## config.mk

```make
export PLATFORM = sky130hd
export DESIGN_NAME = register_file
export DESIGN_NICKNAME = d
export VERILOG_FILES = /design/src/source/rv_isa_pkg.sv /design/src/source/core_cfg_pkg.sv /design/src/source/register_file.sv
export SDC_FILE = /design/constraint.sdc
export NUM_CORES = 1
export LEC_CHECK = 0
export BUFFER_PORTS_ARGS = -buffer_cell sky130_fd_sc_hd__buf_2
export CAP_MARGIN = 10
export CORE_MARGIN = 1
export CORE_UTILIZATION = 63
export DETAILED_ROUTE_END_ITERATION = 8
export GPL_TIMING_DRIVEN = 1
export PLACE_DENSITY = 0.79
export SYNTH_ARGS = -nofsm -noshare
export SYNTH_HDL_FRONTEND = slang
export SYNTH_SLANG_ARGS = --single-unit
```

## constraint.sdc

```tcl
create_clock -name clock_1hz -period 4.7 [get_ports clock_1hz]
set_input_delay 1.175 -clock clock_1hz [delete_from_list [all_inputs] [get_ports clock_1hz]]
set_output_delay 1.175 -clock clock_1hz [all_outputs]
set_load 0.1 [all_outputs]
```

## src/source/rv_isa_pkg.sv

```systemverilog
`default_nettype none

package rv_isa_pkg;

    // data path and instruction width
    localparam int xlen = 32;

    // major opcodes of the supported subset
    localparam logic [6:0] op_lui    = 7'b0110111;
    localparam logic [6:0] op_auipc  = 7'b0010111;
    localparam logic [6:0] op_op_imm = 7'b0010011;
    localparam logic [6:0] op_op     = 7'b0110011;

    // funct3 codes
    localparam logic [2:0] f3_add = 3'b000;
    localparam logic [2:0] f3_sll = 3'b001;
    localparam logic [2:0] f3_slt = 3'b010;
    localparam logic [2:0] f3_xor = 3'b100;
    localparam logic [2:0] f3_sr  = 3'b101;
    localparam logic [2:0] f3_or  = 3'b110;
    localparam logic [2:0] f3_and = 3'b111;

    // funct7 codes, alt selects SUB and SRA
    localparam logic [6:0] f7_base = 7'b0000000;
    localparam logic [6:0] f7_alt  = 7'b0100000;

    // alu operations chosen in decode
    localparam int alu_op_width = 4;
    localparam logic [alu_op_width-1:0] alu_add    = 4'd0;
    localparam logic [alu_op_width-1:0] alu_sub    = 4'd1;
    localparam logic [alu_op_width-1:0] alu_sll    = 4'd2;
    localparam logic [alu_op_width-1:0] alu_slt    = 4'd3;
    localparam logic [alu_op_width-1:0] alu_xor    = 4'd4;
    localparam logic [alu_op_width-1:0] alu_srl    = 4'd5;
    localparam logic [alu_op_width-1:0] alu_sra    = 4'd6;
    localparam logic [alu_op_width-1:0] alu_or     = 4'd7;
    localparam logic [alu_op_width-1:0] alu_and    = 4'd8;
    localparam logic [alu_op_width-1:0] alu_pass_b = 4'd9;

endpackage

`default_nettype wire

```

## src/source/core_cfg_pkg.sv

```systemverilog
`default_nettype none

package core_cfg_pkg;

    // on-chip instruction memory, in 32-bit words
    localparam int imem_words      = 1024;
    localparam int imem_addr_width = $clog2(imem_words);

    // integer register file
    localparam int reg_count      = 32;
    localparam int reg_addr_width = $clog2(reg_count);

endpackage

`default_nettype wire

```

## src/source/register_file.sv

```systemverilog
`timescale 1ns/1ps
`default_nettype none

module register_file
    import rv_isa_pkg::*, core_cfg_pkg::*;
(
    input  logic                      clock_1hz,
    input  logic                      KEY0,
    input  logic [reg_addr_width-1:0] rs1_addr,
    input  logic [reg_addr_width-1:0] rs2_addr,
    output logic [xlen-1:0]           rs1_data,
    output logic [xlen-1:0]           rs2_data,
    input  logic                      wb_valid,
    input  logic [reg_addr_width-1:0] wb_rd,
    input  logic [xlen-1:0]           wb_data
);

    // x0 has no storage
    logic [xlen-1:0] regs [1:reg_count-1];

    always_ff @(posedge clock_1hz) begin
        if (wb_valid && wb_rd != '0) begin
            regs[wb_rd] <= wb_data;
        end
    end

    // write-through so decode sees the value still in the writeback register
    assign rs1_data = (rs1_addr == '0) ? '0 :
                      (wb_valid && wb_rd == rs1_addr) ? wb_data : regs[rs1_addr];
    assign rs2_data = (rs2_addr == '0) ? '0 :
                      (wb_valid && wb_rd == rs2_addr) ? wb_data : regs[rs2_addr];

    // execute must filter x0 destinations before they reach this port
    no_x0_write: assert property (
        @(posedge clock_1hz) disable iff (!KEY0)
        wb_valid |-> wb_rd != '0
    );

endmodule

`default_nettype wire

```

==> flow_metrics.env <==
export IMPL_clock_path_buffers=3
export IMPL_place_congestion=0.914
export IMPL_crit_path_max_incr_delay_ns=0.43
export IMPL_clkTransAtPathRegs_ns=0.06
export IMPL_ios=114
export IMPL_min_path_type="primary input to register"
export IMPL_cts_tree="yes"
export IMPL_switching_share=0.256
export IMPL_crit_required_ns=3.52
export IMPL_synthArstFlopShare=0
export IMPL_holdWs_ns=0.925
export IMPL_antenna_found_initial=14
export IMPL_synth_edf_count=992
export IMPL_yosysTopAreaCell="edfxtp_1"
export IMPL_numCtsBuffers=97
export IMPL_ys_ff_latch=992
export IMPL_drc=0
export IMPL_drive_gt1_frac=0.303
export IMPL_slew_headroom=0.362
export IMPL_synth_flop_cell="edfxtp_1"
export IMPL_syn_inst=2759
export IMPL_overflow=0
export IMPL_crit_chain="buf_2, buf_4, nand3b_1, buf_12, o22ai_1, nor3_1, a22o_1, buf_12"
export IMPL_ys_seq_area_frac=0.631
export IMPL_cts_sinks=992
export IMPL_initial_core_util=0.641
export IMPL_portBuffers=112
export IMPL_drt_iter0_markers=5410
export IMPL_top_register="regs"
export IMPL_firstDrtPassIters=6
export IMPL_crit_end="rs1_data[11]"
export IMPL_h_tree_depth=3
export IMPL_timing_critical_path_from="rs1_addr[3]"
export IMPL_cp_arrival_ns=3.55
export IMPL_synth_top_area_share=0.631
export IMPL_setup_violations=3
export IMPL_p_int_mw=15.3
export IMPL_die_x_um=276
export IMPL_criticalPathCategory="primary input to primary output"
export IMPL_comb_power_share=0.141
export IMPL_rows=99
export IMPL_grt_pass1_vias=32200
export IMPL_wl_met2_um=67900
export IMPL_synth_nets=2809
export IMPL_placed_cells=3796
export IMPL_synthTopCellsByArea="edfxtp_1, mux4_2, mux2i_1"
export IMPL_min_period_ns=4.73
export IMPL_routed_top_layer="met5"
export IMPL_dp_final_hpwl_um=92900
export IMPL_vias_per_cell=8.08
export IMPL_final_hold_violation_count=0
export IMPL_violations="negative setup slack"
export IMPL_p_sw_mw=5.25
export IMPL_critPathCaptureType="primary output"
export IMPL_wl_met3_um=25800
export IMPL_yosysWarnings=0
export IMPL_area_growth_synth_to_final_pct=16.1
export IMPL_routed_wl_um=155000
export IMPL_clock_root_buffer="clkbuf_16"
export IMPL_crit_fanout=30
export IMPL_grt_pass1_wl_um=221000
export IMPL_fin_ws_ns=-0.0258
export IMPL_grt_usage=0.414
export IMPL_core_region_area_um2=73600
export IMPL_seq_power_share=0.482
export IMPL_postSynthAreaPerCell_um2=17.1
export IMPL_layout_worst_path_cycle_share=1.01
export IMPL_max_cap_violations=0
export IMPL_cp_start_kind="primary input"
export IMPL_syn_area_um2=47200
export IMPL_die_area_um2=76000
export IMPL_fin_nets=2986
export IMPL_power_density_nw_per_um2=375
export IMPL_synth_cell_type_count=51
export IMPL_dieHeight_um=276
export IMPL_rsz0062_at_grt="false"
export IMPL_slowest_stage="a22o_1"
export IMPL_biggestRegsByFlops="regs (992)"
export IMPL_wl_met1_um=50500
export IMPL_grt_max_degree=59
export IMPL_clkPwrFrac=0.377
export IMPL_max_freq_ghz=0.212
export IMPL_hold_buffers=0
export IMPL_outcome="finished with violations"
export IMPL_peakVddDrop_mv=0.329
export IMPL_num_vias=32200
export IMPL_wire_per_inst_um=38.9
export IMPL_p_leak_nw=18.1
export IMPL_maxSlewViolCount=0
export IMPL_final_cells=3985
export IMPL_cpMostUsedCell="buf_12"
export IMPL_tightestPinTransition_ns=0.953
export IMPL_ant_nets=0
export IMPL_largest_reg_flops=992
timing repair:
action / 4_1_cts / 5_1_grt
gates resized for setup: 1 / 2
setup endpoints to repair: 1 / 4
setup buffers: 0 / 0
cells by family after synthesis:
logic type / count (synthesis) / share of synthesized area
xor+xnor: 10 / 0.00186
buf+inv: 244 / 0.0273
mux: 666 / 0.225
flops: 992 / 0.631
compound gates: 527 / 0.0849
simple gates: 320 / 0.0300
worst min path at each step:
stage           startpoint                     end  slack, ns  depth (start not counted)
5_1_grt        wb_data[26]  regs[29][26]$_DFFE_PP_       0.94                          1
4_1_cts        wb_data[26]  regs[10][26]$_DFFE_PP_       0.91                          1
2_1_floorplan   wb_data[0]   regs[10][0]$_DFFE_PP_       1.27                          0
6_report       wb_data[26]  regs[29][26]$_DFFE_PP_       0.92                          1
3_5_place_dp   wb_data[26]  regs[31][26]$_DFFE_PP_       1.59                          1
3_3_place_gp   wb_data[26]  regs[28][26]$_DFFE_PP_       1.57                          1
critical path: cells and delay by family:
kind | cells | cell delay (ns)
AOI/OAI and AO/OA | 2 | 0.58
buffers and inverters | 4 | 1.16
and+or+nand+nor | 2 | 0.57
routing by layer:
layer	vias to the layer above	global-route usage
met5	-	0
met4	14	0.256
met3	781	0.149
met2	3332	0.598
met1	16000	0.540
li1	12100	-
Yosys cell counts, types with 31 or more instances:
cell,count
a2111o_1,31
a211oi_1,58
a21oi_1,61
a22oi_1,31
a32o_1,31
buf_2,95
clkbuf_1,98
edfxtp_1,992
mux2_2,79
mux2i_1,272
mux4_2,303
nand2_1,154
nor2_1,73
o2111ai_1,37
o21ai_0,31
o22ai_1,77
stage by stage:
stage / utilization / instance area, um2 / total power [mW] / setup WS, ns / setup TNS, ns
finish: 0.744 / 54800 / 20.5 / -0.0258 / -0.0407
detailed placement: 0.701 / 51600 / 12.9 / 0.0647 / 0
global placement: 0.701 / 51600 / 12.8 / 0.0885 / 0
CTS: 0.744 / 54700 / 20.4 / 0.00975 / 0
global route: 0.744 / 54800 / 20.9 / 0.00914 / 0
floorplan: - / 47300 / 11.7 / -0.534 / -4.78
cells in the final DEF, fill, tap and decap left out, types with 12 or more instances in the layout:
master / Yosys / final
edfxtp_1: 992 / 992
mux4_2: 303 / 303
mux2i_1: 272 / 272
nand2_1: 154 / 154
buf_12: 1 / 137
buf_4: 17 / 136
clkbuf_16: 0 / 99
mux2_2: 79 / 79
o22ai_1: 77 / 77
a21oi_1: 61 / 61
a211oi_1: 58 / 58
buf_2: 95 / 41
nor2_1: 73 / 37
o2111ai_1: 37 / 37
nor2_4: 0 / 33
o21ai_0: 31 / 31
a22oi_1: 31 / 31
a2111o_1: 31 / 31
a32o_1: 31 / 31
nor2b_1: 30 / 26
clkbuf_1: 98 / 22
a22o_1: 21 / 21
o211ai_1: 21 / 21
clkinv_1: 2 / 21
nor3_1: 21 / 20
a31oi_1: 20 / 19
a32oi_1: 19 / 19
a2bb2oi_1: 19 / 19
a311oi_1: 18 / 18
clkinv_2: 0 / 17
nand3_1: 16 / 16
a221oi_1: 13 / 13
mux2_4: 12 / 12
a2111oi_0: 12 / 12
o41ai_1: 24 / 12
cell type report:
cell class / instances / area (um2)
Fill cell: 4101 / 18800
Timing Repair Buffer: 319 / 4070
Clock inverter: 60 / 567
Tap cell: 959 / 1200
Antenna cell: 8 / 20.0
Sequential cell: 992 / 29800
Inverter: 3 / 11.3
Multi-Input combinational cell: 1523 / 16600
Clock buffer: 121 / 2560
power groups by stage:
| stage | clock (mW) | sequential [mW] | combinational, mW |
|---|---|---|---|
| after detailed placement | 0 | 10.1 | 2.80 |
| after global routing | 8.04 | 9.90 | 2.93 |
| after CTS | 7.72 | 9.89 | 2.82 |
| after floorplan | 0 | 10.1 | 1.68 |
| final | 7.74 | 9.90 | 2.89 |
| after global placement | 0 | 10.1 | 2.75 |
(Power assumes the default switching activity.)
