$ cat config.mk
export PLATFORM = sky130hd
export DESIGN_NAME = decode_stage
export DESIGN_NICKNAME = d
export VERILOG_FILES = /design/src/source/rv_isa_pkg.sv /design/src/source/core_cfg_pkg.sv /design/src/source/decode_stage.sv
export SDC_FILE = /design/constraint.sdc
export NUM_CORES = 1
export LEC_CHECK = 0
export BUFFER_PORTS_ARGS = -buffer_cell sky130_fd_sc_hd__buf_2
export CORE_UTILIZATION = 40
export CTS_CLUSTER_DIAMETER = 120
export DETAILED_ROUTE_END_ITERATION = 6
export GPL_ROUTABILITY_DRIVEN = 0
export PLACE_DENSITY = 0.84
export SLEW_MARGIN = 15
export SYNTH_ARGS = -nofsm -noshare
export SYNTH_HDL_FRONTEND = slang
export SYNTH_SLANG_ARGS = --single-unit
$ cat constraint.sdc
create_clock -name clock_1hz -period 0.8 [get_ports clock_1hz]
set_input_delay 0.12 -clock clock_1hz [delete_from_list [all_inputs] [get_ports clock_1hz]]
set_output_delay 0.12 -clock clock_1hz [all_outputs]
set_load 0.005 [all_outputs]
$ cat src/source/rv_isa_pkg.sv
`default_nettype none

package rv_isa_pkg;

    // data path and instruction width
    localparam int xlen = 32;

    // major opcodes of the supported subset
    localparam logic [6:0] op_lui    = 7'b0110111;
    localparam logic [6:0] op_auipc  = 7'b0010111;
    localparam logic [6:0] op_op_imm = 7'b0010011;
    localparam logic [6:0] op_op     = 7'b0110011;

    // funct3 codes
    localparam logic [2:0] f3_add = 3'b000;
    localparam logic [2:0] f3_sll = 3'b001;
    localparam logic [2:0] f3_slt = 3'b010;
    localparam logic [2:0] f3_xor = 3'b100;
    localparam logic [2:0] f3_sr  = 3'b101;
    localparam logic [2:0] f3_or  = 3'b110;
    localparam logic [2:0] f3_and = 3'b111;

    // funct7 codes, alt selects SUB and SRA
    localparam logic [6:0] f7_base = 7'b0000000;
    localparam logic [6:0] f7_alt  = 7'b0100000;

    // alu operations chosen in decode
    localparam int alu_op_width = 4;
    localparam logic [alu_op_width-1:0] alu_add    = 4'd0;
    localparam logic [alu_op_width-1:0] alu_sub    = 4'd1;
    localparam logic [alu_op_width-1:0] alu_sll    = 4'd2;
    localparam logic [alu_op_width-1:0] alu_slt    = 4'd3;
    localparam logic [alu_op_width-1:0] alu_xor    = 4'd4;
    localparam logic [alu_op_width-1:0] alu_srl    = 4'd5;
    localparam logic [alu_op_width-1:0] alu_sra    = 4'd6;
    localparam logic [alu_op_width-1:0] alu_or     = 4'd7;
    localparam logic [alu_op_width-1:0] alu_and    = 4'd8;
    localparam logic [alu_op_width-1:0] alu_pass_b = 4'd9;

endpackage

`default_nettype wire

$ cat src/source/core_cfg_pkg.sv
`default_nettype none

package core_cfg_pkg;

    // on-chip instruction memory, in 32-bit words
    localparam int imem_words      = 1024;
    localparam int imem_addr_width = $clog2(imem_words);

    // integer register file
    localparam int reg_count      = 32;
    localparam int reg_addr_width = $clog2(reg_count);

endpackage

`default_nettype wire

$ cat src/source/decode_stage.sv
`timescale 1ns/1ps
`default_nettype none

module decode_stage
    import rv_isa_pkg::*, core_cfg_pkg::*;
(
    input  logic                      clock_1hz,
    input  logic                      KEY0,
    input  logic                      if_valid,
    input  logic [xlen-1:0]           if_instr,
    input  logic [xlen-1:0]           if_pc,
    output logic [reg_addr_width-1:0] rs1_addr,
    output logic [reg_addr_width-1:0] rs2_addr,
    input  logic [xlen-1:0]           rs1_data,
    input  logic [xlen-1:0]           rs2_data,
    input  logic                      ex_fwd_valid,
    input  logic [reg_addr_width-1:0] ex_fwd_rd,
    input  logic [xlen-1:0]           ex_fwd_data,
    output logic                      id_valid,
    output logic [alu_op_width-1:0]   id_alu_op,
    output logic [reg_addr_width-1:0] id_rd,
    output logic [xlen-1:0]           id_op_a,
    output logic [xlen-1:0]           id_op_b,
    output logic                      id_illegal
);

    logic [6:0]              opcode;
    logic [2:0]              funct3;
    logic [6:0]              funct7;
    logic [xlen-1:0]         imm_i;
    logic [xlen-1:0]         imm_u;
    logic [xlen-1:0]         rs1_val;
    logic [xlen-1:0]         rs2_val;
    logic [alu_op_width-1:0] alu_op;
    logic [xlen-1:0]         op_a;
    logic [xlen-1:0]         op_b;
    logic                    illegal;

    assign opcode   = if_instr[6:0];
    assign funct3   = if_instr[14:12];
    assign funct7   = if_instr[31:25];
    assign rs1_addr = if_instr[19:15];
    assign rs2_addr = if_instr[24:20];

    assign imm_i = {{(xlen-12){if_instr[31]}}, if_instr[31:20]};
    assign imm_u = {if_instr[31:12], 12'b0};

    // result of the instruction one ahead wins over the register file
    assign rs1_val = (rs1_addr != '0 && ex_fwd_valid && ex_fwd_rd == rs1_addr) ?
                     ex_fwd_data : rs1_data;
    assign rs2_val = (rs2_addr != '0 && ex_fwd_valid && ex_fwd_rd == rs2_addr) ?
                     ex_fwd_data : rs2_data;

    always_comb begin
        alu_op  = alu_add;
        illegal = 1'b0;
        op_a    = rs1_val;
        op_b    = imm_i;
        case (opcode)
            op_lui: begin
                alu_op = alu_pass_b;
                op_a   = '0;
                op_b   = imm_u;
            end
            op_auipc: begin
                op_a = if_pc;
                op_b = imm_u;
            end
            op_op_imm: begin
                // immediate shifts and SLTIU are outside the subset
                case (funct3)
                    f3_add:  alu_op = alu_add;
                    f3_slt:  alu_op = alu_slt;
                    f3_xor:  alu_op = alu_xor;
                    f3_or:   alu_op = alu_or;
                    f3_and:  alu_op = alu_and;
                    default: illegal = 1'b1;
                endcase
            end
            op_op: begin
                op_b    = rs2_val;
                illegal = (funct7 != f7_base);
                case (funct3)
                    f3_add: begin
                        alu_op  = (funct7 == f7_alt) ? alu_sub : alu_add;
                        illegal = (funct7 != f7_base) && (funct7 != f7_alt);
                    end
                    f3_sr: begin
                        alu_op  = (funct7 == f7_alt) ? alu_sra : alu_srl;
                        illegal = (funct7 != f7_base) && (funct7 != f7_alt);
                    end
                    f3_sll:  alu_op = alu_sll;
                    f3_slt:  alu_op = alu_slt;
                    f3_xor:  alu_op = alu_xor;
                    f3_or:   alu_op = alu_or;
                    f3_and:  alu_op = alu_and;
                    default: illegal = 1'b1;
                endcase
            end
            default: illegal = 1'b1;
        endcase
    end

    always_ff @(posedge clock_1hz or negedge KEY0) begin
        if (!KEY0) begin
            id_valid   <= 1'b0;
            id_illegal <= 1'b0;
        end else begin
            id_valid   <= if_valid;
            id_illegal <= if_valid && illegal;
        end
    end

    always_ff @(posedge clock_1hz) begin
        id_alu_op <= alu_op;
        id_rd     <= if_instr[11:7];
        id_op_a   <= op_a;
        id_op_b   <= op_b;
    end

endmodule

`default_nettype wire

==> metrics.csv <==
metric,value,unit
outcome,finished with violations,
number of routed nets with antenna violations,0,
Non-Filler Instances,892,
# DRC,0,
crit-path max cell delay,540,ps
Fmax,750,MHz
"Reg clk slew, reported paths",90,ps
full die area,10600,sq um
hold-critical path endpoint,id_op_a[2],
Final Max Slew Viols,0,
P&R area growth vs syn,77.0,%
dpl cells,853,
Final setup viols,144,
io pins,254,
PortBufs,253,
global-route wire length before repair,25000,um
Worst Hold Launch,rs1_data[2],
cts bufs inserted,9,
router iterations before antenna repair,5,
Critical Path RT,1070,ps
setup ws final,-534,ps
CTS tree,done,
vias in the first global route,4993,
DP Wirelength,12800,um
fin area,7230,sq um
critical path type,in -> reg,
ys async rst share,2.67,%
Initial Util,41.6,%
# nets final,922,
largest net degree at the start of global routing,43,
Clock Tree Buf Depth,2,
post-synth top area share,35.8,%
Hold Path Cell Cnt,3,
CP Data Arrival Time,1600,ps
minimum clock period,1330,ps
stages on the worst setup path,6,
Crit Path Max Fanout,12,
Setup crit start,ex_fwd_rd[0],
post-synthesis sequential area ratio,37.0,%
number of synthesized flops with an enable pin,0,
failing checks,negative setup slack,
WL final,19300,um
HP Class,in -> reg,
Post-DP Area,5950,sq um
Synth area leaders,"dfxtp_1 (36%), o31ai_1 (6.2%), o311ai_0 (6.0%)",
DIE WIDTH,103,um
Worst VDD drop,0.000736,V
Seq cells post-synth,75,
layout cells sized above 1,67.4,%
Final Hold Vio Count,0,
Syn Nets,628,
FP Rows,36,
Die H,103,um
Final Total Pwr,9.82,mW
GR Overflow Total,0,
clk sinks,75,
CP Buf/Inv Count,2,
initial antenna violation count,1,
Via density,6.08,
Max-Cap Viols,0,
Vias,5423,
worst hold slack,17.0,ps
Worst-Margin Slew,577,ps
Root Buffer,clkbuf_8,
crit-path cells,"buf_6, or4_4, a21oi_4, buf_4, o311ai_1, o211ai_1",
count of different cell masters after synthesis,49,
area of the core,9820,sq um
Syn Area/Cell,8.90,sq um
# H-tree levels,3,
CP top delay family,simple AND/OR/NAND/NOR gates,
leakage power,3.06,nW
gr usage total,31.7,%
Startpoint Class,input pin,
synthesized instance count,459,
Syn. warnings,0,
synthesized area,4090,sq um
WL/cell,21.7,um
DR iter-0 viols,371,
CP max stage cell,or4_4,
ratio of final minimum period to clock period,167,%
CP Capture Type,flop,
top_reg_cell synth,dfxtp_1,
dominant cell type by area after synthesis,dfxtp_1,
RSZ-0062 raised after global routing,yes,
Rel. slew slack,61.5,%
PwrDens,1360,nW/um^2
==> how the worst max path moves through the flow <==
stage / end
final: id_op_b[24]
after global routing: id_op_b[11]
after CTS: id_op_b[30]
after detailed placement: id_op_b[20]
after global placement: id_op_b[24]
after floorplan: id_op_b[1]
==> cells in the final DEF, fill, tap and decap left out, types with 6 or more instances in the layout <==
master | netlist | layout
a21oi_1 | 37 | 25
a21oi_2 | 17 | 28
a31oi_1 | 33 | 33
buf_12 | 0 | 16
buf_2 | 8 | 224
buf_4 | 13 | 55
buf_6 | 10 | 37
clkbuf_16 | 0 | 6
clkbuf_8 | 0 | 10
dfxtp_1 | 73 | 37
dfxtp_2 | 0 | 36
dlygate4sd3_1 | 0 | 7
nand2_1 | 47 | 26
nand2_2 | 0 | 10
nand2_4 | 0 | 11
nand4_1 | 33 | 33
o211ai_2 | 18 | 18
o221ai_2 | 0 | 9
o311ai_1 | 2 | 15
o311ai_4 | 0 | 10
o31ai_1 | 34 | 30
xnor2_1 | 8 | 6
==> kinds of logic (layout without fill, tap and decap cells) <==
family	count (synthesis)	after routing	share of synthesized area, %
compound gates	196	196	36.9
simple gates	110	110	14.7
flops	75	75	37.0
buf+inv	70	369	9.77
xor+xnor	8	8	1.71
other cells	0	1	0
==> stage by stage <==
step                      setup slack [ps]  utilization, %  TNS, ps
final                                 -534            73.7   -37150
after global routing                  -543            73.7   -40700
after CTS                             -427            65.4   -34400
after detailed placement              -928            60.6   -57930
after global placement                -847            60.6   -55550
after floorplan                       -770               -   -46870
==> metal layers <==
metal	part of all wire (%)	vias up	global-route usage (%)	wire, um
li1	-	2383	-	-
met1	35	2569	34.5	6770
met2	50	377	55.4	9640
met3	9.4	94	8.14	1810
met4	5.7	0	19.0	1100
met5	0	-	0	0
==> registers in the layout, indices dropped and copies added (netlist names) <==
name,count
id_alu_op,4
id_illegal,1
id_op_a,32
id_op_b,32
id_rd,5
id_valid,1
==> layout make-up <==
| cell class | count | area [sq um] |
|---|---|---|
| diodes | 1 | 2.50 |
| clock buffers | 10 | 138 |
| clock inverters | 6 | 63.8 |
| fillers | 678 | 2580 |
| inverters | 3 | 11.3 |
| multi-input cells | 314 | 2710 |
| flip-flops and latches | 75 | 1560 |
| well taps | 133 | 166 |
| repair buffers | 350 | 2590 |
==> tightest hold or removal path, cell delays in order <==
cell and delay [ps]:
buf_2 100, o31ai_1 50, a31oi_1 80
==> synth_stat cells (all sizes together) (2+ instances only) <==
cell,n
o311ai,30
o211ai,21
inv,2
or3,2
clkbuf,36
nand3b,3
a21boi,2
o221ai,9
xnor2,8
o31ai,34
nand3,3
and3,2
buf,31
or2,2
dfxtp,73
o21ai,2
dfrtp,2
a21oi,54
nand4,33
a31oi,33
o21a,3
and2,2
nor3,2
o2bb2ai,2
nor2,6
nor4,3
nand2,47
nor2b,2
==> power by group <==
part | leakage (nW) | switching (mW) | internal (mW) | total [mW]
clock network | 0.0987 | 1.57 | 1.53 | 3.10
logic | 2.32 | 1.38 | 1.26 | 2.64
registers | 0.640 | 0.0893 | 3.99 | 4.08
total | 3.06 | 3.05 | 6.77 | 9.82
==> timing repair <==
| item | 4_1_cts | 5_1_grt |
|---|---|---|
| hold buffers | 7 | 0 |
| pin swaps | 4 | 23 |
| buffers inserted | 2 | 2 |
| endpoints found under the setup margin | 144 | 144 |
| gates resized for setup | 59 | 137 |
| cloned | 3 | 8 |
| endpoints found under the hold margin | 8 | 0 |
Note: power is estimated with default switching activity, not from simulation.
