`config.mk`:
```
export PLATFORM = sky130hd
export DESIGN_NAME = execute_stage
export DESIGN_NICKNAME = d
export VERILOG_FILES = /design/src/source/rv_isa_pkg.sv /design/src/source/core_cfg_pkg.sv /design/src/source/execute_stage.sv
export SDC_FILE = /design/constraint.sdc
export NUM_CORES = 1
export LEC_CHECK = 0
export BUFFER_PORTS_ARGS = -buffer_cell sky130_fd_sc_hd__buf_4
export CAP_MARGIN = 20
export CELL_PAD_IN_SITES_DETAIL_PLACEMENT = 0
export CELL_PAD_IN_SITES_GLOBAL_PLACEMENT = 1
export CORE_ASPECT_RATIO = 0.8
export CORE_MARGIN = 8
export CORE_UTILIZATION = 46
export CTS_BUF_LIST = sky130_fd_sc_hd__clkbuf_4 sky130_fd_sc_hd__clkbuf_8
export CTS_CLUSTER_DIAMETER = 150
export DETAILED_ROUTE_END_ITERATION = 7
export GPL_ROUTABILITY_DRIVEN = 1
export PLACE_DENSITY = 0.9
export SLEW_MARGIN = 15
export SYNTH_ARGS = -nofsm -noshare
export SYNTH_HDL_FRONTEND = slang
export SYNTH_SLANG_ARGS = --single-unit
export TNS_END_PERCENT = 100
```
`constraint.sdc`:
```
create_clock -name clock_1hz -period 9 [get_ports clock_1hz]
set_clock_uncertainty 0.1 [all_clocks]
set_input_delay 0.9 -clock clock_1hz [delete_from_list [all_inputs] [get_ports clock_1hz]]
set_output_delay 0.9 -clock clock_1hz [all_outputs]
set_load 0.01 [all_outputs]
```
`src/source/rv_isa_pkg.sv`:
```
`default_nettype none

package rv_isa_pkg;

    // data path and instruction width
    localparam int xlen = 32;

    // major opcodes of the supported subset
    localparam logic [6:0] op_lui    = 7'b0110111;
    localparam logic [6:0] op_auipc  = 7'b0010111;
    localparam logic [6:0] op_op_imm = 7'b0010011;
    localparam logic [6:0] op_op     = 7'b0110011;

    // funct3 codes
    localparam logic [2:0] f3_add = 3'b000;
    localparam logic [2:0] f3_sll = 3'b001;
    localparam logic [2:0] f3_slt = 3'b010;
    localparam logic [2:0] f3_xor = 3'b100;
    localparam logic [2:0] f3_sr  = 3'b101;
    localparam logic [2:0] f3_or  = 3'b110;
    localparam logic [2:0] f3_and = 3'b111;

    // funct7 codes, alt selects SUB and SRA
    localparam logic [6:0] f7_base = 7'b0000000;
    localparam logic [6:0] f7_alt  = 7'b0100000;

    // alu operations chosen in decode
    localparam int alu_op_width = 4;
    localparam logic [alu_op_width-1:0] alu_add    = 4'd0;
    localparam logic [alu_op_width-1:0] alu_sub    = 4'd1;
    localparam logic [alu_op_width-1:0] alu_sll    = 4'd2;
    localparam logic [alu_op_width-1:0] alu_slt    = 4'd3;
    localparam logic [alu_op_width-1:0] alu_xor    = 4'd4;
    localparam logic [alu_op_width-1:0] alu_srl    = 4'd5;
    localparam logic [alu_op_width-1:0] alu_sra    = 4'd6;
    localparam logic [alu_op_width-1:0] alu_or     = 4'd7;
    localparam logic [alu_op_width-1:0] alu_and    = 4'd8;
    localparam logic [alu_op_width-1:0] alu_pass_b = 4'd9;

endpackage

`default_nettype wire

```
`src/source/core_cfg_pkg.sv`:
```
`default_nettype none

package core_cfg_pkg;

    // on-chip instruction memory, in 32-bit words
    localparam int imem_words      = 1024;
    localparam int imem_addr_width = $clog2(imem_words);

    // integer register file
    localparam int reg_count      = 32;
    localparam int reg_addr_width = $clog2(reg_count);

endpackage

`default_nettype wire

```
`src/source/execute_stage.sv`:
```
`timescale 1ns/1ps
`default_nettype none

module execute_stage
    import rv_isa_pkg::*, core_cfg_pkg::*;
(
    input  logic                      clock_1hz,
    input  logic                      KEY0,
    input  logic                      id_valid,
    input  logic [alu_op_width-1:0]   id_alu_op,
    input  logic [reg_addr_width-1:0] id_rd,
    input  logic [xlen-1:0]           id_op_a,
    input  logic [xlen-1:0]           id_op_b,
    input  logic                      id_illegal,
    output logic                      ex_fwd_valid,
    output logic [reg_addr_width-1:0] ex_fwd_rd,
    output logic [xlen-1:0]           ex_fwd_data,
    output logic                      wb_valid,
    output logic [reg_addr_width-1:0] wb_rd,
    output logic [xlen-1:0]           wb_data,
    output logic [7:0]                LEDG,
    output logic                      LEDR9
);

    logic [xlen-1:0] result;
    logic [4:0]      shamt;

    assign shamt = id_op_b[4:0];

    always_comb begin
        case (id_alu_op)
            alu_add:    result = id_op_a + id_op_b;
            alu_sub:    result = id_op_a - id_op_b;
            alu_sll:    result = id_op_a << shamt;
            alu_slt:    result = xlen'($signed(id_op_a) < $signed(id_op_b));
            alu_xor:    result = id_op_a ^ id_op_b;
            alu_srl:    result = id_op_a >> shamt;
            alu_sra:    result = $unsigned($signed(id_op_a) >>> shamt);
            alu_or:     result = id_op_a | id_op_b;
            alu_and:    result = id_op_a & id_op_b;
            alu_pass_b: result = id_op_b;
            default:    result = '0;
        endcase
    end

    // only legal results with a real destination are forwarded or written
    assign ex_fwd_valid = id_valid && !id_illegal && (id_rd != '0);
    assign ex_fwd_rd    = id_rd;
    assign ex_fwd_data  = result;

    always_ff @(posedge clock_1hz or negedge KEY0) begin
        if (!KEY0) begin
            wb_valid <= 1'b0;
            LEDG     <= '0;
            LEDR9    <= 1'b0;
        end else begin
            wb_valid <= ex_fwd_valid;
            if (ex_fwd_valid) begin
                LEDG <= result[7:0];
            end
            // trap light stays on until reset
            if (id_valid && id_illegal) begin
                LEDR9 <= 1'b1;
            end
        end
    end

    always_ff @(posedge clock_1hz) begin
        wb_rd   <= id_rd;
        wb_data <= result;
    end

    wb_rd_nonzero: assert property (
        @(posedge clock_1hz) disable iff (!KEY0)
        wb_valid |-> wb_rd != '0
    );

endmodule

`default_nettype wire

```
==> results of run 1 <==
stage by stage:
| step | worst slack (ns) | cells | power, W | cell area [um2] |
|---|---|---|---|---|
| CTS | 2.79 | 1746 | 0.00114 | 11100 |
| detailed placement | 2.81 | 1738 | 0.000958 | 11000 |
| global route | 2.38 | 1746 | 0.00121 | 11100 |
| global placement | 2.97 | 1738 | 0.000955 | 11000 |
| floorplan | 3.51 | 1399 | 0.000675 | 9760 |
| finish | 2.58 | 1749 | 0.00115 | 11100 |
critical path: cells and delay by family:
kind | cells | cell delay (ns)
AND/OR/NAND/NOR | 1 | 0.10
buffers and inverters | 4 | 1.40
AO/OA/AOI/OAI | 8 | 2.30
adder cells (fa/ha/maj) | 1 | 0.70
cells in the final DEF, fill, tap and decap left out, types with 15 or more instances in the layout:
| master | count |
|---|---|
| nand2_1 | 96 |
| dfxtp_1 | 37 |
| inv_1 | 101 |
| a211o_1 | 15 |
| nand2b_1 | 16 |
| o21bai_1 | 20 |
| nor3_1 | 31 |
| mux4_2 | 15 |
| mux2i_1 | 66 |
| a21oi_1 | 123 |
| a221oi_1 | 16 |
| mux2_2 | 18 |
| nand3_1 | 22 |
| buf_4 | 177 |
| o22ai_1 | 18 |
| o21ai_0 | 133 |
| ha_1 | 99 |
| a21o_1 | 32 |
| nor2_1 | 160 |
| o211ai_1 | 28 |
| a211oi_1 | 27 |
| a22oi_1 | 17 |
final cells by class:
cell class | count | area (um2) | share of cell area
Timing Repair Buffer | 177 | 1330 | 0.120
Clock inverter | 3 | 46.3 | 0.00418
Antenna cell | 3 | 7.51 | 0.000677
Sequential cell | 47 | 991 | 0.0894
Tap cell | 269 | 337 | 0.0304
Clock buffer | 5 | 68.8 | 0.00621
Inverter | 104 | 390 | 0.0352
Multi-Input combinational cell | 1141 | 7920 | 0.714
synth_stat cells (10+ instances only):
cell       number
o21bai_1       20
nor3_1         33
a21o_1         32
nand2b_1       16
inv_1         101
nor2_1        161
nor2b_1        10
a211o_1        15
o21ai_0       133
mux4_2         15
a22oi_1        17
ha_1           99
a221oi_1       16
o211ai_1       28
dfxtp_1        37
mux2i_1        66
buf_1          15
nand2_1        96
a211oi_1       27
a221o_1        10
buf_4          10
o22ai_1        18
nand3_1        22
a21oi_1       123
dfrtp_1        10
clkbuf_1       69
mux2_2         18
o2111ai_1      12
or3_1          10
metal layers:
metal / up-vias / wire [um] / track usage / share of wire
met3: 96 / 6010 / 0.0691 / 0.13
met2: 863 / 18200 / 0.464 / 0.41
met4: 0 / 1790 / 0.121 / 0.040
met5: - / 0 / 0 / 0
li1: 5330 / - / - / -
met1: 5527 / 19000 / 0.474 / 0.42
registers in the layout, summed over array words and instances, names as in the netlist:
register  count
wb_rd         5
LEDG          8
wb_data      32
LEDR9         1
wb_valid      1
worst max path at each step:
stage / startpoint / endpoint / cells past startpoint
after floorplan: id_op_b[2] / ex_fwd_data[29] / 14
after global placement: id_op_b[4] / ex_fwd_data[31] / 14
after detailed placement: id_op_b[4] / ex_fwd_data[31] / 14
after CTS: id_op_b[4] / ex_fwd_data[31] / 14
after global routing: id_op_b[4] / ex_fwd_data[31] / 14
final: id_op_b[4] / ex_fwd_data[31] / 14
report_power, final:
part           switching [W]  leakage [nW]  internal, W  total (W)
logic               0.000447          4.57     0.000275   0.000723
registers          0.0000108         0.432     0.000241   0.000252
clock network      0.0000938        0.0548    0.0000841   0.000178
cell families (layout without fill, tap and decap cells):
kind of cell | Yosys count | in the layout | synth area share
AO/OA/AOI/OAI | 541 | 541 | 0.367
AND/OR/NAND/NOR | 396 | 396 | 0.184
buffers and inverters | 211 | 289 | 0.0892
adder cells (fa/ha/maj) | 101 | 101 | 0.131
multiplexers | 99 | 99 | 0.123
flip-flops | 47 | 47 | 0.102
XOR/XNOR | 4 | 4 | 0.00359
other | 0 | 3 | 0
==> qor.txt, run 1 <==
I/O Buffers = 161
f_max = 156 MHz
Crit Path Class = in2out
Synth Cell Area = 9760 um2
LEAKAGE = 5.06 nW
global-route wire length before repair = 67,000 um
synth top area cells = ha_1 13%, dfxtp_1 7.6%, o21ai_0 6.8%, mux2i_1 6.8%, a21oi_1 6.3%
CTS H-tree depth = 2
cell chain of the critical path = buf_4 -> clkinv_1 -> ha_1 -> inv_1 -> a21o_1 -> a211oi_1 -> o221ai_1 -> o21ai_0 -> a21oi_1 -> a221oi_1 -> nor4b_1 -> a311oi_1 -> o21ai_1 -> buf_4
length of the first detailed-routing pass in iterations = 6
placer congestion estimate = 1.04
proportion of layout cells with a drive suffix above 1 = 0.164
max_cap viols = 0
number of global-route vias before repair = 10,700
initial antenna violation count = 2
global route overflow = 0
Post-CTS Setup Inserts = 0
post-CTS sizing = 0
final net count = 1,654
TNS Setup = 0 ns
largest net degree at the start of global routing = 57
WL final = 45,000 um
maximum clock insertion buffer count = 2
Hold Slack = 0.288 ns
CTS Sinks = 47
FF+latch count, synth = 47
Iter 0 DRT Violations = 1,758
fillcell total = 2,104
Reg2Reg Setup Slack = 8.14 ns
Async S/R FF share, synth = 0.213
Final Setup Violations = 0
Worst setup EP type = output port
crit share post-route = 0.713
post-synth cell types = 76
post-synth net total = 1,577
GRT Overall Usage = 0.328
outcome = complete, no violations
Primary FF master, synth = dfxtp_1
post-layout util = 0.534
final slew viol count = 0
CP arrival = 5.42 ns
drt via density = 6.76
full die area = 26,200 um2
Die H = 146 um
Critical Path RT = 8.00 ns
pwr dens = 104 nW/um2
die width = 179 um
top cell type's share of synthesized area = 0.127
IO Count = 162
cts-stage hold buffer count = 0
Reg-to-Reg End = LEDG[0]
synthesized area per cell = 6.98 um2
Final HPWL DP = 34,800 um
Crit path largest cell delay = 0.70 ns
slowest CP cell = ha_1
Synth area leader = ha_1
RSZ-0062 raised after global routing = false
Hold Vio Cnt, Final = 0
worst reg-to-reg path cell count = 1
routed via count = 11,800
Worst Tran Pin Value = 0.850 ns
Max-slew headroom = 0.426
CTS tree = yes
CP most frequent cell = buf_4
Root Buffer = clkbuf_8
Hold WC Path Type = in2async
WL/cell = 25.8 um
post-synthesis sequential area ratio = 0.102
CP startpoint kind = input pin
Reg2Reg Launch Point = LEDG[0]
Max IR drop VDD = 0.0000893 V
Post-synth EDFFs = 0
total core area = 20,800 um2
Antenna Nets Post-Route = 0
clk_lat worst skew = 0.32 ns
cell row count = 47
area grow syn2layout = 13.6%
synth warn = 0
largest fanout on the critical path = 55
cts bufs inserted = 5
Residual DRC = 0
Worst-path clk slew = 0.10 ns
crit path time final = 6.42 ns
initial core utilization = 0.470
Synth Instances = 1,399
Power figures use the tool's default switching activity.
==> run 2: changes to the inputs <==
Settings changed: ABC_AREA from default to 1, CORE_UTILIZATION 46 to 40, PLACE_DENSITY 0.9 to 0.83.
Clock period 9 ns to 6.4 ns, I/O delays scaled along.
==> run 2 against run 1 <==
Core utilization fell by 7.9 points; total power rose by 47%; design area rose by 13%; critical path type unchanged; worst setup slack got worse by 0.90 ns; clock power rose by 54%; global-route usage rose by 0.83 points; non-clock buffer count fell by 8; sequential power rose by 37%; first-iteration DRC count rose by 21%; cell count rose by 45%; critical path depth rose by 2.
==> qor.txt, run 2 <==
pwr dens = 136 nW/um2 (+31%)
Crit Path Class = in2out
length of the first detailed-routing pass in iterations = 6 (unchanged)
Worst-path clk slew = 0.12 ns (+0.02 ns)
Hold WC Path Type = in2reg
CP top delay family = buffers and inverters
total core area = 27,400 um2 (+32%)
Cells after DPL = 2,533 (+46%)
slowest CP cell = buf_4
Primary FF master, synth = dfxtp_1
max_cap viols = 0 (unchanged)
synth top area cells = nand2_1 23%, nand3_1 16%, ha_1 11%, inv_1 7.2%, dfxtp_1 6.6%
Worst Tran Pin Value = 0.908 ns (+0.0574 ns)
final net count = 2,355 (+42%)
WL/cell = 23.5 um (-8.9%)
Synth Cell Area = 11,200 um2 (+15%)
clk_lat worst skew = 0.34 ns (+0.02 ns)
dpl cell area = 12,400 um2 (+13%)
I/O Buffers = 161 (unchanged)
Residual DRC = 0 (unchanged)
placer congestion estimate = 0.997 (-3.8%)
CTS tree = yes
crit share post-route = 0.738
CP most frequent cell = nand2_1
WL met1 = 26,800 um (+41%)
Post-synth EDFFs = 0 (unchanged)
DR top layer = met4
Critical Path RT = 5.66 ns (-2.34 ns)
Worst setup EP type = output port
number of inserted diodes = 0 (-3)
Internal = 0.000784 W (+31%)
buffers plus inverters on the worst setup path = 4 (unchanged)
max reg flops = 32 (unchanged)
top-count cell post-synth = nand2_1
Top reg by flops = wb_data
synthesized area per cell = 5.34 um2 (-23%)
Finished Cell Area = 12,500 um2 (+13%)
Synth area leader = nand2_1
routed via count = 15,200 (+28%)
switch share = 0.538 (+0.0593)
Die H = 166 um (+13%)
WL final = 59,600 um (+32%)
commonest non-fill, non-tap cells in the layout = 677 x nand2_1, 360 x nand3_1, 215 x inv_1, 168 x buf_4, 160 x nor2_1
Crit path largest cell delay = 0.57 ns (-0.13 ns)
GRT Overall Usage = 0.336 (+0.00827)
Synth Instances = 2,097 (+50%)
cts bufs inserted = 5 (unchanged)
Async S/R FF share, synth = 0.213 (unchanged)
Top Registers = wb_data (32), LEDG (8), wb_rd (5)
crit path time final = 4.73 ns
IO Count = 162 (unchanged)
Iter 0 DRT Violations = 2,131 (+21%)
Hold Vio Cnt, Final = 0 (unchanged)
drt via density = 5.97 (-12%)
CTS H-tree depth = 2 (unchanged)
Final HPWL DP = 48,900 um (+41%)
FF+latch count, synth = 47 (unchanged)
Pwr Total = 0.00170 W (+47%)
post-synth net total = 2,275 (+44%)
cell row count = 54 (+15%)
CP arrival = 3.99 ns (-1.43 ns)
Post-Layout Cell Count = 2,542 (+45%)
largest net degree at the start of global routing = 76 (+33%)
proportion of layout cells with a drive suffix above 1 = 0.103 (-0.0610)
die width = 203 um (+14%)
CTS Sinks = 47 (unchanged)
most frequent cells after synthesis = 677 x nand2_1, 360 x nand3_1, 215 x inv_1
RSZ-0062 raised after global routing = false
Max-slew headroom = 0.394 (-0.0325)
final slew viol count = 0 (unchanged)
wire length on met2 = 22,900 um (+26%)
Comb power frac = 0.635 (+0.008)
maximum clock insertion buffer count = 2 (unchanged)
Antenna Nets Post-Route = 0 (unchanged)
f_max = 212 MHz
initial antenna violation count = 0 (-2)
fillcell total = 3,178 (+51%)
commonest non-fill, non-tap cell in the layout = nand2_1
full die area = 33,700 um2 (+29%)
synth warn = 0 (unchanged)
clock network fraction of total power = 0.162 (+0.008)
global route overflow = 0 (unchanged)
sw power = 0.000913 W (+66%)
TNS Setup = 0 ns (unchanged)
Max IR drop VDD = 0.000113 V (+27%)
Root Buffer = clkbuf_8
Final Setup Violations = 0 (unchanged)
top cell type's share of synthesized area = 0.227 (+0.0998)
post-synth cell types = 51 (-33%)
post-synthesis sequential area ratio = 0.0884 (-0.0131)
global-route wire length before repair = 87,200 um (+30%)
cell chain of the critical path = buf_4 -> inv_4 -> fa_1 -> inv_1 -> nand2_1 -> nand2_1 -> nand2_1 -> o21ai_0 -> nand2_1 -> nand2_1 -> nand2_1 -> nand2_1 -> nand2_1 -> nand3_1 -> nand3_1 -> buf_4
area grow syn2layout = 11.4%
initial core utilization = 0.409 (-0.0616)
WL met3 = 7330 um (+22%)
post-CTS sizing = 0 (unchanged)
LEAKAGE = 6.69 nW (+32%)
number of global-route vias before repair = 13,500 (+26%)
largest fanout on the critical path = 75 (+36%)
CP startpoint kind = input pin
sequential fraction of design power = 0.203 (-0.016)
outcome = complete, no violations
Hold Slack = 0.300 ns (+0.0126 ns)
==> run 2: stage by stage <==
stage	worst slack, ns	util
after global routing	1.51	0.455
after floorplan	2.97	-
after detailed placement	1.85	0.451
after CTS	1.85	0.455
after global placement	1.89	0.451
final	1.67	0.455
==> run 2: timing repair <==
item,4_1_cts,5_1_grt
hold endpoints to repair,6,0
setup endpoints to repair,0,0
hold buffers,1,0
buffers inserted,0,0
==> run 2: cell families (layout without fill, tap and decap cells) <==
| kind of cell | Yosys count | count (layout) | share of synthesized area |
|---|---|---|---|
| compound gates | 300 | 300 | 0.154 |
| xor+xnor | 2 | 2 | 0.00156 |
| fa+ha+maj | 101 | 101 | 0.114 |
| buf+inv | 328 | 409 | 0.129 |
| flops | 47 | 47 | 0.0884 |
| simple gates | 1319 | 1319 | 0.513 |
==> run 2: worst paths after layout <==
| kind | startpoint | cells past startpoint | slack, ns | end |
|---|---|---|---|---|
| setup / recovery | id_op_b[1] | 16 | 1.67 | ex_fwd_data[24] |
| hold / removal | id_rd[4] | 1 | 0.30 | wb_rd[4] |
| setup reg to reg | LEDR9 | 1 | 5.66 | LEDR9 |
| hold reg to reg | LEDR9 | 1 | 0.38 | LEDR9 |
| max in group asynchronous | KEY0 | 2 | 5.48 | LEDG[2] |
| min in group asynchronous | KEY0 | 2 | 0.56 | wb_valid |
==> run 2: layout make-up <==
type                       instances  area, um2  area share
multi-input combinational       1722       8770       0.702
inverter                         232        883      0.0707
clock inverter                     3       47.5     0.00381
timing repair buffer             169       1270       0.102
clock buffer                       5       68.8     0.00551
tap                              364        455      0.0365
sequential                        47        991      0.0794
==> run 2: power groups by stage <==
stage	Clock (W)	Sequential [W]	Combinational, W
finish	0.000275	0.000344	0.00108
global route	0.000290	0.000348	0.00116
CTS	0.000281	0.000344	0.00105
detailed placement	0	0.000351	0.00104
global placement	0	0.000350	0.00104
floorplan	0	0.000369	0.000605
==> run 2: layer usage <==
metal | GRT usage | up-vias
li1 | - | 7095
met1 | 0.491 | 6950
met2 | 0.455 | 1012
met3 | 0.0866 | 109
met4 | 0.132 | 0
met5 | 0 | -
